## config.mk

```make
export PLATFORM = sky130hd
export DESIGN_NAME = host_terminal_hub
export DESIGN_NICKNAME = d
export VERILOG_FILES = /design/src/verilog/terminal_pkg.sv /design/src/verilog/term_if.sv /design/src/verilog/terminal_router.sv /design/src/verilog/ctrl_terminal.sv /design/src/verilog/dram_terminal.sv /design/src/verilog/host_terminal_hub.sv
export SDC_FILE = /design/constraint.sdc
export NUM_CORES = 1
export LEC_CHECK = 0
export ABC_CLOCK_PERIOD_IN_PS = 6400
export BUFFER_PORTS_ARGS = -buffer_cell sky130_fd_sc_hd__buf_2
export CORE_AREA = 4 4 158 160
export CTS_CLUSTER_SIZE = 20
export DETAILED_ROUTE_END_ITERATION = 6
export DIE_AREA = 0 0 162 164
export GPL_TIMING_DRIVEN = 0
export PLACE_DENSITY = 0.79
export SLEW_MARGIN = 10
export SYNTH_ARGS = -nofsm -noshare
export SYNTH_HDL_FRONTEND = slang
export SYNTH_SLANG_ARGS = --single-unit
```

## constraint.sdc

```tcl
create_clock -name ifclk -period 6.4 [get_ports ifclk]
set_input_delay 1.6 -clock ifclk [delete_from_list [all_inputs] [get_ports ifclk]]
set_output_delay 1.6 -clock ifclk [all_outputs]
set_load 0.05 [all_outputs]
```

## src/verilog/terminal_pkg.sv

```systemverilog
// shared definitions for the terminal routing core
// terminal addresses, control register map and transfer status codes
// memory port instruction type and field widths
package terminal_pkg;

   typedef logic [15:0] term_addr_t;
   typedef logic [31:0] word_t;      // data word or word address
   typedef logic [15:0] status_t;

   // internal terminals, anything else goes to the project
   localparam term_addr_t TERM_DUMMY     = 16'h00ff;
   localparam term_addr_t TERM_DRAM      = 16'h0800;
   localparam term_addr_t TERM_DRAM_CTRL = 16'h0801;

   // odd word addresses read this, even ones read the inverse
   localparam word_t DUMMY_PATTERN = 32'hbbaa9988;

   // control terminal register map
   localparam word_t CTRL_REG_STATUS = 32'h0000_0000; // bit0 calib_done, bit1 mem_reset
   localparam word_t CTRL_REG_RESET  = 32'h0000_0001;
   localparam word_t CTRL_REG_BURST  = 32'h0000_0002; // burst length in words

   localparam status_t STATUS_OK        = 16'h0000;
   localparam status_t STATUS_NOT_READY = 16'h0001;

   // controller port command encoding
   typedef enum logic [2:0] {
      MEM_WRITE = 3'b000,
      MEM_READ  = 3'b001
   } mem_instr_t;

   localparam int BL_W        = 6;  // burst length fields
   localparam int BYTE_ADDR_W = 30; // memory byte addresses

endpackage

```

## src/verilog/term_if.sv

```systemverilog
`timescale 1ns/10ps
// host bus slice between the router and one internal terminal
// the decoded terminal address stays in the router
interface term_if import terminal_pkg::*; ();

   word_t   reg_addr;
   word_t   len;
   logic    read_mode;
   logic    read;
   logic    write_mode;
   logic    write;
   word_t   reg_datai;
   logic    read_rdy;
   logic    write_rdy;
   word_t   reg_datao;
   status_t transfer_status;

   modport router (
      output reg_addr, len, read_mode, read, write_mode, write, reg_datai,
      input  read_rdy, write_rdy, reg_datao, transfer_status
   );

   modport terminal (
      input  reg_addr, len, read_mode, read, write_mode, write, reg_datai,
      output read_rdy, write_rdy, reg_datao, transfer_status
   );

endinterface

```

## src/verilog/terminal_router.sv

```systemverilog
`timescale 1ns/10ps
// terminal address decode and strobe steering
// response mux back to the host and the built-in dummy terminal
module terminal_router import terminal_pkg::*; (
   input  logic       ifclk,
   input  logic       arst_n,
   input  term_addr_t term_addr,
   input  word_t      reg_addr,
   input  word_t      len,
   input  logic       read_mode,
   input  logic       read,
   input  logic       write_mode,
   input  logic       write,
   input  word_t      reg_datai,
   output logic       read_rdy,
   output logic       write_rdy,
   output word_t      reg_datao,
   output status_t    transfer_status,
   output logic       pt_read_mode,
   output logic       pt_read,
   output logic       pt_write_mode,
   output logic       pt_write,
   input  logic       pt_read_rdy,
   input  logic       pt_write_rdy,
   input  word_t      pt_reg_datao,
   input  status_t    pt_transfer_status,
   term_if.router     ctrl_bus,
   term_if.router     dram_bus
);

   localparam logic [1:0] SEL_PT    = 2'd0;
   localparam logic [1:0] SEL_DUMMY = 2'd1;
   localparam logic [1:0] SEL_CTRL  = 2'd2;
   localparam logic [1:0] SEL_DRAM  = 2'd3;

   logic [1:0] sel_now, sel_q, sel;
   logic       busy_q;
   logic       is_pt, is_ctrl, is_dram;

   always_comb begin
      case (term_addr)
         TERM_DUMMY:     sel_now = SEL_DUMMY;
         TERM_DRAM_CTRL: sel_now = SEL_CTRL;
         TERM_DRAM:      sel_now = SEL_DRAM;
         default:        sel_now = SEL_PT;
      endcase
   end

   // destination is held for the rest of a transfer once a mode is up
   always_ff @(posedge ifclk or negedge arst_n) begin
      if (!arst_n) begin
         busy_q <= 1'b0;
         sel_q  <= SEL_PT;
      end else begin
         busy_q <= read_mode | write_mode;
         if (read_mode | write_mode)
            sel_q <= sel;
      end
   end

   assign sel     = busy_q ? sel_q : sel_now;
   assign is_pt   = sel == SEL_PT;
   assign is_ctrl = sel == SEL_CTRL;
   assign is_dram = sel == SEL_DRAM;

   assign pt_read_mode  = is_pt & read_mode;
   assign pt_read       = is_pt & read;
   assign pt_write_mode = is_pt & write_mode;
   assign pt_write      = is_pt & write;

   assign ctrl_bus.reg_addr   = reg_addr;
   assign ctrl_bus.len        = len;
   assign ctrl_bus.reg_datai  = reg_datai;
   assign ctrl_bus.read_mode  = is_ctrl & read_mode;
   assign ctrl_bus.read       = is_ctrl & read;
   assign ctrl_bus.write_mode = is_ctrl & write_mode;
   assign ctrl_bus.write      = is_ctrl & write;

   assign dram_bus.reg_addr   = reg_addr;
   assign dram_bus.len        = len;
   assign dram_bus.reg_datai  = reg_datai;
   assign dram_bus.read_mode  = is_dram & read_mode;
   assign dram_bus.read       = is_dram & read;
   assign dram_bus.write_mode = is_dram & write_mode;
   assign dram_bus.write      = is_dram & write;

   always_comb begin
      case (sel)
         SEL_DUMMY: begin   // writes are simply dropped
            reg_datao       = reg_addr[0] ? DUMMY_PATTERN : ~DUMMY_PATTERN;
            read_rdy        = read_mode;
            write_rdy       = write_mode;
            transfer_status = STATUS_OK;
         end
         SEL_CTRL: begin
            reg_datao       = ctrl_bus.reg_datao;
            read_rdy        = ctrl_bus.read_rdy;
            write_rdy       = ctrl_bus.write_rdy;
            transfer_status = ctrl_bus.transfer_status;
         end
         SEL_DRAM: begin
            reg_datao       = dram_bus.reg_datao;
            read_rdy        = dram_bus.read_rdy;
            write_rdy       = dram_bus.write_rdy;
            transfer_status = dram_bus.transfer_status;
         end
         default: begin
            reg_datao       = pt_reg_datao;
            read_rdy        = pt_read_rdy;
            write_rdy       = pt_write_rdy;
            transfer_status = pt_transfer_status;
         end
      endcase
   end

endmodule

```

## src/verilog/ctrl_terminal.sv

```systemverilog
`timescale 1ns/10ps
// memory control terminal
// status, reset and burst length registers, calib_done synchronizer
module ctrl_terminal import terminal_pkg::*; #(
   parameter int MAX_BURST     = 32,
   parameter int DEFAULT_BURST = 8
) (
   input  logic            ifclk,
   input  logic            arst_n,
   term_if.terminal        bus,
   input  logic            mem_calib_done,
   output logic            mem_reset,
   output logic [BL_W-1:0] burst_len,
   output logic            calib_done
);

   logic [1:0]      calib_sync;
   logic            reset_q;
   logic [BL_W-1:0] burst_q;
   logic [BL_W-1:0] burst_wr;

   // keep the burst inside 1..MAX_BURST
   always_comb begin
      if (bus.reg_datai == '0)
         burst_wr = BL_W'(1);
      else if (bus.reg_datai > word_t'(MAX_BURST))
         burst_wr = BL_W'(MAX_BURST);
      else
         burst_wr = bus.reg_datai[BL_W-1:0];
   end

   always_ff @(posedge ifclk or negedge arst_n) begin
      if (!arst_n) begin
         calib_sync <= 2'b00;
         reset_q    <= 1'b0;
         burst_q    <= BL_W'(DEFAULT_BURST);
      end else begin
         calib_sync <= {calib_sync[0], mem_calib_done};
         if (bus.write) begin
            if (bus.reg_addr == CTRL_REG_RESET)
               reset_q <= bus.reg_datai[0];
            if (bus.reg_addr == CTRL_REG_BURST)
               burst_q <= burst_wr;
         end
      end
   end

   assign calib_done = calib_sync[1];
   assign mem_reset  = reset_q;
   assign burst_len  = burst_q;

   // same word on every read, no address increment
   always_comb begin
      case (bus.reg_addr)
         CTRL_REG_STATUS: bus.reg_datao = word_t'({reset_q, calib_sync[1]});
         CTRL_REG_RESET:  bus.reg_datao = word_t'(reset_q);
         CTRL_REG_BURST:  bus.reg_datao = word_t'(burst_q);
         default:         bus.reg_datao = '0;
      endcase
   end

   assign bus.read_rdy        = bus.read_mode;
   assign bus.write_rdy       = bus.write_mode;
   assign bus.transfer_status = STATUS_OK;

endmodule

```

## src/verilog/dram_terminal.sv

```systemverilog
`timescale 1ns/10ps
// DRAM bridge terminal
// host writes go straight into the write FIFO, a command closes each burst
// host reads are requested one burst at a time from the read FIFO
module dram_terminal import terminal_pkg::*; #(
   parameter int MAX_BURST = 32
) (
   input  logic                   ifclk,
   input  logic                   arst_n,
   term_if.terminal               bus,
   input  logic [BL_W-1:0]        burst_len,
   input  logic                   calib_done,
   output logic                   mem_cmd_en,
   output mem_instr_t             mem_cmd_instr,
   output logic [BL_W-1:0]        mem_cmd_bl,
   output logic [BYTE_ADDR_W-1:0] mem_cmd_byte_addr,
   input  logic                   mem_cmd_full,
   output logic                   mem_wr_en,
   output word_t                  mem_wr_data,
   output logic                   mem_rd_en,
   input  word_t                  mem_rd_data,
   input  logic                   mem_rd_empty
);

   localparam int CNT_W = $clog2(MAX_BURST + 1);

   logic             wmode_q, rmode_q;
   logic             cmd_pend;           // command register holds an unsent command
   logic [CNT_W-1:0] wr_cnt, cur_cnt, cnt_inc;
   logic [CNT_W-1:0] rd_out;             // words of the read burst not yet taken
   word_t            wr_addr, wr_base, cur_addr, cur_base;
   word_t            rd_addr, rd_left, rd_n;
   logic             write_ok, read_ok, wr_acc, rd_acc;
   logic             burst_done, wr_flush, wr_load, rd_load;

   function automatic logic [BYTE_ADDR_W-1:0] byte_addr(input word_t word_addr);
      return {word_addr[BYTE_ADDR_W-3:0], 2'b00};
   endfunction

   assign mem_cmd_en = cmd_pend & ~mem_cmd_full;

   // without calibration words are taken and dropped
   assign write_ok   = bus.write_mode & (~calib_done | ~cmd_pend | ~mem_cmd_full);
   assign wr_acc     = bus.write & write_ok & calib_done;
   assign cur_addr   = wmode_q ? wr_addr : bus.reg_addr; // first word can come with the mode
   assign cur_cnt    = wmode_q ? wr_cnt : '0;
   assign cur_base   = (cur_cnt == '0) ? cur_addr : wr_base;
   assign cnt_inc    = cur_cnt + 1'b1;
   assign burst_done = cnt_inc == CNT_W'(burst_len);
   assign wr_flush   = wmode_q & ~bus.write_mode & (wr_cnt != '0) & calib_done;
   assign wr_load    = (wr_acc & burst_done) | wr_flush;

   assign mem_wr_en   = wr_acc;
   assign mem_wr_data = bus.reg_datai;

   assign rd_n    = (rd_left < word_t'(burst_len)) ? rd_left : word_t'(burst_len);
   assign rd_load = rmode_q & bus.read_mode & calib_done & (rd_left != '0)
                    & (rd_out == '0) & ~cmd_pend & ~wr_load;
   assign read_ok = bus.read_mode & (~calib_done | (~mem_rd_empty & (rd_out != '0)));
   assign rd_acc  = bus.read & read_ok & calib_done;

   assign mem_rd_en = rd_acc;

   assign bus.read_rdy        = read_ok;
   assign bus.write_rdy       = write_ok;
   assign bus.reg_datao       = calib_done ? mem_rd_data : '0;
   assign bus.transfer_status = calib_done ? STATUS_OK : STATUS_NOT_READY;

   always_ff @(posedge ifclk or negedge arst_n) begin
      if (!arst_n) begin
         wmode_q  <= 1'b0;
         rmode_q  <= 1'b0;
         cmd_pend <= 1'b0;
         wr_cnt   <= '0;
         rd_out   <= '0;
      end else begin
         wmode_q <= bus.write_mode;
         rmode_q <= bus.read_mode;
         if (wr_load | rd_load)
            cmd_pend <= 1'b1;
         else if (mem_cmd_en)
            cmd_pend <= 1'b0;

         if (wr_acc)
            wr_cnt <= burst_done ? '0 : cnt_inc;
         else if (~wmode_q | wr_flush)
            wr_cnt <= '0;

         if (rd_load)
            rd_out <= CNT_W'(rd_n);
         else if (~rmode_q)
            rd_out <= '0;   // drop what an aborted read left behind
         else if (rd_acc)
            rd_out <= rd_out - 1'b1;
      end
   end

   // command fields and running addresses
   always_ff @(posedge ifclk) begin
      if (wr_load) begin
         mem_cmd_instr     <= MEM_WRITE;
         mem_cmd_bl        <= wr_flush ? BL_W'(wr_cnt - 1'b1) : BL_W'(cnt_inc - 1'b1);
         mem_cmd_byte_addr <= byte_addr(wr_flush ? wr_base : cur_base);
      end else if (rd_load) begin
         mem_cmd_instr     <= MEM_READ;
         mem_cmd_bl        <= BL_W'(rd_n - 1'b1);
         mem_cmd_byte_addr <= byte_addr(rd_addr);
      end

      if (wr_acc) begin
         wr_addr <= cur_addr + 1'b1;
         if (cur_cnt == '0)
            wr_base <= cur_addr;
      end else if (~wmode_q) begin
         wr_addr <= bus.reg_addr;
      end

      if (~rmode_q) begin
         rd_addr <= bus.reg_addr;
         rd_left <= bus.len;
      end else if (rd_load) begin
         rd_addr <= rd_addr + rd_n;
         rd_left <= rd_left - rd_n;
      end
   end

endmodule

```

## src/verilog/host_terminal_hub.sv

```systemverilog
`timescale 1ns/10ps
// top level of the terminal routing core
// host bus in, project port and one memory controller port out
// router, control terminal and DRAM bridge joined by two term_if buses
module host_terminal_hub import terminal_pkg::*; #(
   parameter int MAX_BURST     = 32,
   parameter int DEFAULT_BURST = 8
) (
   input  logic                   ifclk,
   input  logic                   arst_n,

   // host bus
   input  term_addr_t             term_addr,
   input  word_t                  reg_addr,
   input  word_t                  len,
   input  logic                   read_mode,
   input  logic                   read,
   input  logic                   write_mode,
   input  logic                   write,
   input  word_t                  reg_datai,
   output logic                   read_rdy,
   output logic                   write_rdy,
   output word_t                  reg_datao,
   output status_t                transfer_status,

   // project terminal
   output logic                   pt_read_mode,
   output logic                   pt_read,
   output logic                   pt_write_mode,
   output logic                   pt_write,
   input  logic                   pt_read_rdy,
   input  logic                   pt_write_rdy,
   input  word_t                  pt_reg_datao,
   input  status_t                pt_transfer_status,

   // memory controller port
   output logic                   mem_cmd_en,
   output mem_instr_t             mem_cmd_instr,
   output logic [BL_W-1:0]        mem_cmd_bl,       // burst length minus one
   output logic [BYTE_ADDR_W-1:0] mem_cmd_byte_addr,
   input  logic                   mem_cmd_full,
   output logic                   mem_wr_en,
   output word_t                  mem_wr_data,
   output logic                   mem_rd_en,
   input  word_t                  mem_rd_data,
   input  logic                   mem_rd_empty,
   output logic                   mem_reset,
   input  logic                   mem_calib_done
);

   logic [BL_W-1:0] burst_len;
   logic            calib_done;    // synchronized in the control terminal

   term_if ctrl_bus ();
   term_if dram_bus ();

   terminal_router terminal_router_inst (
      .ifclk              (ifclk),
      .arst_n             (arst_n),
      .term_addr          (term_addr),
      .reg_addr           (reg_addr),
      .len                (len),
      .read_mode          (read_mode),
      .read               (read),
      .write_mode         (write_mode),
      .write              (write),
      .reg_datai          (reg_datai),
      .read_rdy           (read_rdy),
      .write_rdy          (write_rdy),
      .reg_datao          (reg_datao),
      .transfer_status    (transfer_status),
      .pt_read_mode       (pt_read_mode),
      .pt_read            (pt_read),
      .pt_write_mode      (pt_write_mode),
      .pt_write           (pt_write),
      .pt_read_rdy        (pt_read_rdy),
      .pt_write_rdy       (pt_write_rdy),
      .pt_reg_datao       (pt_reg_datao),
      .pt_transfer_status (pt_transfer_status),
      .ctrl_bus           (ctrl_bus.router),
      .dram_bus           (dram_bus.router)
   );

   ctrl_terminal #(
      .MAX_BURST     (MAX_BURST),
      .DEFAULT_BURST (DEFAULT_BURST)
   ) ctrl_terminal_inst (
      .ifclk          (ifclk),
      .arst_n         (arst_n),
      .bus            (ctrl_bus.terminal),
      .mem_calib_done (mem_calib_done),
      .mem_reset      (mem_reset),
      .burst_len      (burst_len),
      .calib_done     (calib_done)
   );

   dram_terminal #(
      .MAX_BURST (MAX_BURST)
   ) dram_terminal_inst (
      .ifclk             (ifclk),
      .arst_n            (arst_n),
      .bus               (dram_bus.terminal),
      .burst_len         (burst_len),
      .calib_done        (calib_done),
      .mem_cmd_en        (mem_cmd_en),
      .mem_cmd_instr     (mem_cmd_instr),
      .mem_cmd_bl        (mem_cmd_bl),
      .mem_cmd_byte_addr (mem_cmd_byte_addr),
      .mem_cmd_full      (mem_cmd_full),
      .mem_wr_en         (mem_wr_en),
      .mem_wr_data       (mem_wr_data),
      .mem_rd_en         (mem_rd_en),
      .mem_rd_data       (mem_rd_data),
      .mem_rd_empty      (mem_rd_empty)
   );

endmodule

```

* After elaboration in Yosys (flattened, before gate mapping)
Cells that the tools add are included.
** Storage, ports and cells
- Register bits :: 190
- Input port bits :: 203
- Word-level logic and storage cells :: 130
** Operators by class
- Add/subtract/negate cells :: 8
- $lt $le $gt $ge :: 2
- Eq/ne operators :: 11
- Multiplexer cells :: 35
- Bitwise gates (word level) :: 43
- Reduce and logical (&&, ||, !) cells :: 14
** Operator list (count)
- $mux 32 :: 10
- $pmux 32 s3 :: 1
- $mux 6 :: 12
- $logic_not 32->1 :: 2
- $mux 30 :: 2
- $add 32x1->32 const B :: 1
- $add 32x32->32 :: 1
- $eq 16x12->1 const B :: 2
- $eq 32x1->1 const B :: 1
- $eq 32x2->1 const B :: 1
- $gt 32x6->1 const B :: 1
- $lt 32x6->1 :: 1
- $pmux 16 s2 :: 1
- $reduce_bool 32->1 :: 1
- $sub 32x32->32 :: 1
- $and 1x1->1 :: 29
- $mux 28 :: 1
- $sub 6x1->6 const B :: 4
- $pmux 6 s3 :: 1
- $eq 16x8->1 const B :: 1
- $logic_not 6->1 :: 2
- $reduce_bool 6->1 :: 2
- $not 1->1 :: 7
- $or 1x1->1 :: 7
- other kinds (14) :: 21

* Longest topological paths before layout
- Depth after elaboration :: 14
- Depth in mapped cells :: 20
- Depth with buffers taken out :: 20

* Hierarchy
Synthesis repeated with hierarchy kept, for this count alone.
** Second synthesis, totals
- Cell total of the unflattened synthesis :: 1674
- Area, all modules :: 14661.6 sq um
** By module, submodules not included
- dram_terminal :: times used 1, cells each 1088, area each 10761.6 sq um
- terminal_router :: times used 1, cells each 475, area each 2965.3 sq um
- ctrl_terminal :: times used 1, cells each 111, area each 934.6 sq um

* Least setup slack after synthesis
OpenSTA, ideal clock, no wires.
- Path type :: in2out
- Start :: input port term_addr[13]
- End :: output port reg_datao[2]
- Arrival time :: 4.311 ns
- Required time :: 4.800 ns
- Path slack :: 0.489 ns
- Cell stages on the path :: 8
- Path buffers :: 2
- Cells stage by stage :: nor4_1 -> nand2_1 -> o31a_1 -> buf_2 -> nor4b_1 -> clkbuf_1 -> a221oi_1 -> a21oi_1
** On the way
- Cells in the longest elaborated chain, start to end :: 5
** RTL lines
- from (decl) :: line host_terminal_hub.sv:13 : input term_addr_t term_addr,
- $eq 16x12->1 or $eq 16x8->1 (tied branches) :: line terminal_router.sv:41 : case (term_addr)
- $pmux 2 s3 * :: line terminal_router.sv:41
- $mux 2 * :: line terminal_router.sv:61 : assign sel = busy_q ? sel_q : sel_now;
- $eq 2x2->1 or $eq 2x1->1 (tied branches) :: line terminal_router.sv:88 : case (sel)
- $pmux 32 s3 * :: line terminal_router.sv:88
- to (decl) :: line host_terminal_hub.sv:23 : output word_t reg_datao,
Every way passes the cells marked *; elsewhere a longest branch is shown, timed or not.

* Worst setup path after layout
- Start :: input port term_addr[13]
- End :: output port mem_wr_en
** On the way
- Cells in the longest elaborated chain, start to end :: 8
** RTL lines
- $eq 16x12->1 or $eq 16x8->1 (tied branches) :: line terminal_router.sv:41
- $pmux 2 s3 * :: line terminal_router.sv:41
- $mux 2 * :: line terminal_router.sv:61
- $eq 2x2->1 * :: line terminal_router.sv:64 : assign is_dram = sel == SEL_DRAM;
- $and 1x1->1 :: line terminal_router.sv:84 : assign dram_bus.write_mode = is_dram & write_mode;
- $and 1x1->1 :: line dram_terminal.sv:43 : assign write_ok = bus.write_mode & (~calib_done | ~cmd_pend | ~mem_cmd_full);
- $and 1x1->1 * (2 in a row) :: line dram_terminal.sv:44 : assign wr_acc = bus.write & write_ok & calib_done;
- to (decl) :: line host_terminal_hub.sv:42 : output logic mem_wr_en,
Marks and branches as above.

==> flow_metrics.env <==
export IMPL_globalRouteOverflowTotal=0
export IMPL_finalSetupViolCount=0
export IMPL_outcome="completed"
export IMPL_final_hold_viol_count=0
export IMPL_route_detailed_wl_per_inst_um=19.31
export IMPL_final_net_count=1831
export IMPL_post_synthesis_xor_xnor_area_fraction_pct=6.930
export IMPL_x_dimension_of_the_die_um=162
export IMPL_numClockSinks=178
export IMPL_synth_enable_flop_cells=122
export IMPL_core_area_um2=23400
export IMPL_maxClockFrequency_mhz=163.5
export IMPL_period_needed_ps=6117
export IMPL_power_density_nw_per_um2=236.0
export IMPL_synth_compound_area_share_pct=15.33
export IMPL_finalMaxSlewViolations=0
export IMPL_antenna_found_initial=2
export IMPL_worst_r2r_setup_slack_ps=390
export IMPL_vdd_drop_max_mv=0.1434
export IMPL_yosys_warnings=0
export IMPL_filler_cell_count=1981
export IMPL_yosysSeqAreaShare_pct=42.32
export IMPL_grt_setup_unrepaired="false"
export IMPL_synth_seq_cells=178
export IMPL_io_buffers=326
export IMPL_h_tree_depth=4
export IMPL_cts_inserted_buffers=17
export IMPL_drive_above_1_share_pct=28.51
export IMPL_drtIter0Drc=1076
export IMPL_root_buffer="clkbuf_16"
export IMPL_drv_max_cap_violation_count=0
export IMPL_synth_mux_area_share_pct=8.264
export IMPL_timing_max_slew_rel_slack_pct=44.14
export IMPL_grt_pass1_wl_mm=56.07
export IMPL_synth_top_area_share_pct=31.51
export IMPL_route_vias_total=10906
export IMPL_worst_ep_arrival_time_ps=4520
export IMPL_synth_lib_cells_used_distinct=69
export IMPL_reg2reg_depth=19
export IMPL_post_synthesis_cell_count=1212
export IMPL_dominant_combinational_cell_family_by_area_after_synthesis="simple AND/OR/NAND/NOR gates"
export IMPL_synth_simple_area_share_pct=16.47
export IMPL_routabilityCongestion=1.004
export IMPL_worst_setup_hold_path_clk_slew_ps=70
export IMPL_area_growth_syn_to_layout_pct=24.29
export IMPL_grt_usage_pct=26.71
export IMPL_worstMarginPinSlew_ps=830.9
export IMPL_route_detailed_vias_per_inst=5.689
export IMPL_cts_tree="yes"
export IMPL_final_core_utilization_pct=61.75
export IMPL_timing_hold_worst_path_depth=0
export IMPL_synthesis_area_per_instance_um2=9.594
export IMPL_clkLatencyLatePin_ps=440
export IMPL_yosys_area_top_type="edfxtp_1"
export IMPL_drt_first_pass_iters=7
export IMPL_post_layout_total_power_mw=3.411
export IMPL_setup_worst_path_start_class="input pin"
export IMPL_wirelength_routed_mm=37.03
export IMPL_setup_worst_path_class="in2out"
export IMPL_start_util_pct=49.68
export IMPL_power_static_leakage_nw=5.978
export IMPL_post_synth_fa_ha_maj_area_fraction_pct=4.971
export IMPL_clock_path_buffers=2
export IMPL_final_setup_skew_ps=13.32
export IMPL_yosys_top_cells_count="nand2_1, edfxtp_1, nor2_1"
export IMPL_synthArstFlopShare_pct=15.17
export IMPL_post_dp_hpwl_mm=28.98
export IMPL_fin_crit_sh_pct=95.59
export IMPL_synth_top_cells_by_area="edfxtp_1, dfrtp_1, mux2i_1"
export IMPL_syn_area_um2=11630
export IMPL_ys_dominant_reg_cell="edfxtp_1"
export IMPL_rows=56
export IMPL_hold_path_class="reg2reg"
export IMPL_chipHeight_um=164
export IMPL_cp_max_fo=31
export IMPL_worst_ep_required_time_ps=4800
export IMPL_worstSetupEndpointType="output pin"
export IMPL_first_global_vias=10644
export IMPL_post_route_drc_count=0
export IMPL_ant_nets=0
export IMPL_num_io_pins=332
export IMPL_yosys_cell_count_top_type="nand2_1"
export IMPL_grt_start_max_net_pins=50
export IMPL_fp_dieArea_um2=26570
## cells by family (layout without fill, tap and decap cells)
| group | after synthesis | count (layout) |
|---|---|---|
| multiplexers | 92 | 92 |
| buffers and inverters | 138 | 498 |
| other | 1 | 27 |
| flip-flops | 178 | 178 |
| AO/OA/AOI/OAI | 269 | 269 |
| AND/OR/NAND/NOR | 397 | 397 |
| XOR/XNOR | 92 | 92 |
| adder cells (fa/ha/maj) | 45 | 45 |
## sequential cells by signal, indices dropped and copies added (netlist names), 2 cells and up
name,cells
dram_terminal_inst.wr_addr,28
dram_terminal_inst.wr_cnt,6
dram_terminal_inst.wr_base,28
dram_terminal_inst.rd_addr,28
terminal_router_inst.sel_q,2
ctrl_terminal_inst.burst_len,6
dram_terminal_inst.mem_cmd_bl,6
ctrl_terminal_inst.calib_sync,2
dram_terminal_inst.rd_out,6
dram_terminal_inst.mem_cmd_byte_addr,28
dram_terminal_inst.rd_left,32
## stage by stage
step / hold WS (ps) / setup TNS, ps / area (um^2) / cells / setup WS, ps
2_1_floorplan: 331.2 / 0 / 11720 / 1236 / 489.4
3_5_place_dp: 346.5 / -13210 / 13810 / 1883 / -266.3
3_3_place_gp: 336.2 / -139980 / 13750 / 1881 / -1882
5_1_grt: 365.1 / 0 / 14450 / 1916 / 40.60
4_1_cts: 362.7 / 0 / 14430 / 1915 / 167.3
6_report: 359.7 / 0 / 14450 / 1917 / 282.5
## critical path, cell delays in order
cell and delay (ps):
buf_2 90, nor4_1 350, nand2_1 150, o31a_1 290, buf_2 180, or4_1 480
clkbuf_1 190, clkbuf_1 280, clkinv_2 510, buf_2 380
## where the power goes
| group | internal, mW | switching, mW | leakage, nW | total (mW) |
|---|---|---|---|---|
| Sequential | 1.32 | 0.0491 | 1.79 | 1.37 |
| Combinational | 0.326 | 0.631 | 3.89 | 0.957 |
| Clock | 0.594 | 0.495 | 0.303 | 1.09 |
## worst paths after layout
path / start / end
worst max-delay path: term_addr[13] / mem_wr_en
worst min-delay path: ctrl_terminal_inst.calib_sync[0] / ctrl_terminal_inst.calib_sync[1]
worst min register to register: ctrl_terminal_inst.calib_sync[0] / ctrl_terminal_inst.calib_sync[1]
min in group asynchronous: arst_n / dram_terminal_inst.cmd_pend
max in group asynchronous: arst_n / ctrl_terminal_inst.burst_len[0]
worst max register to register: dram_terminal_inst.wmode_q / dram_terminal_inst.mem_cmd_bl[4]
## timing repair
action                                  in CTS  in global routing
resized for setup                            2                  6
setup buffers                                0                  0
hold buffers                                 0                  0
pin swaps                                    0                  1
endpoints found under the setup margin      68                 64
## area by class of cell
cell class                 instances  area, um^2  share of cell area, %
multi-input combinational        920        6168                  42.68
timing repair buffer             328        1679                  11.62
inverter                          47       177.7                  1.229
sequential                       178        4921                  34.05
antenna                            2       5.005                0.03463
clock buffer                      17       425.4                  2.944
clock inverter                    15       188.9                  1.307
buffer                            91       486.7                  3.368
tap                              319       399.1                  2.762
## per-layer routing
metal	part of all wire (%)	global-route usage [%]	up-vias
met5	0.31	2.841	-
met4	1.1	5.152	4
met3	9.4	8.356	37
li1	-	-	5145
met2	47	42.48	494
met1	42	36.20	5226
## placed cells by master, fill, tap and decap left out, types with 6 or more instances in the layout
cell,count
edfxtp_1,122
nand3_1,16
a31oi_1,8
o21a_1,11
or3_1,11
dfxtp_1,29
conb_1,25
inv_1,45
a21oi_1,57
o21bai_1,6
ha_1,43
nor2_1,97
and3_1,25
buf_2,332
mux2i_1,62
nor3_1,32
xnor2_1,64
o22ai_1,7
xor2_1,28
nor4_1,25
o31ai_1,15
nand2_1,123
a221o_1,27
or4_1,9
nor2b_1,6
nand4_1,16
mux2_2,28
clkbuf_1,43
clkbuf_16,17
a211oi_1,7
dfrtp_1,26
buf_4,36
o21ai_0,86
nand2b_1,11
a21o_1,10
No activity file was read; power rests on OpenSTA's default activity.
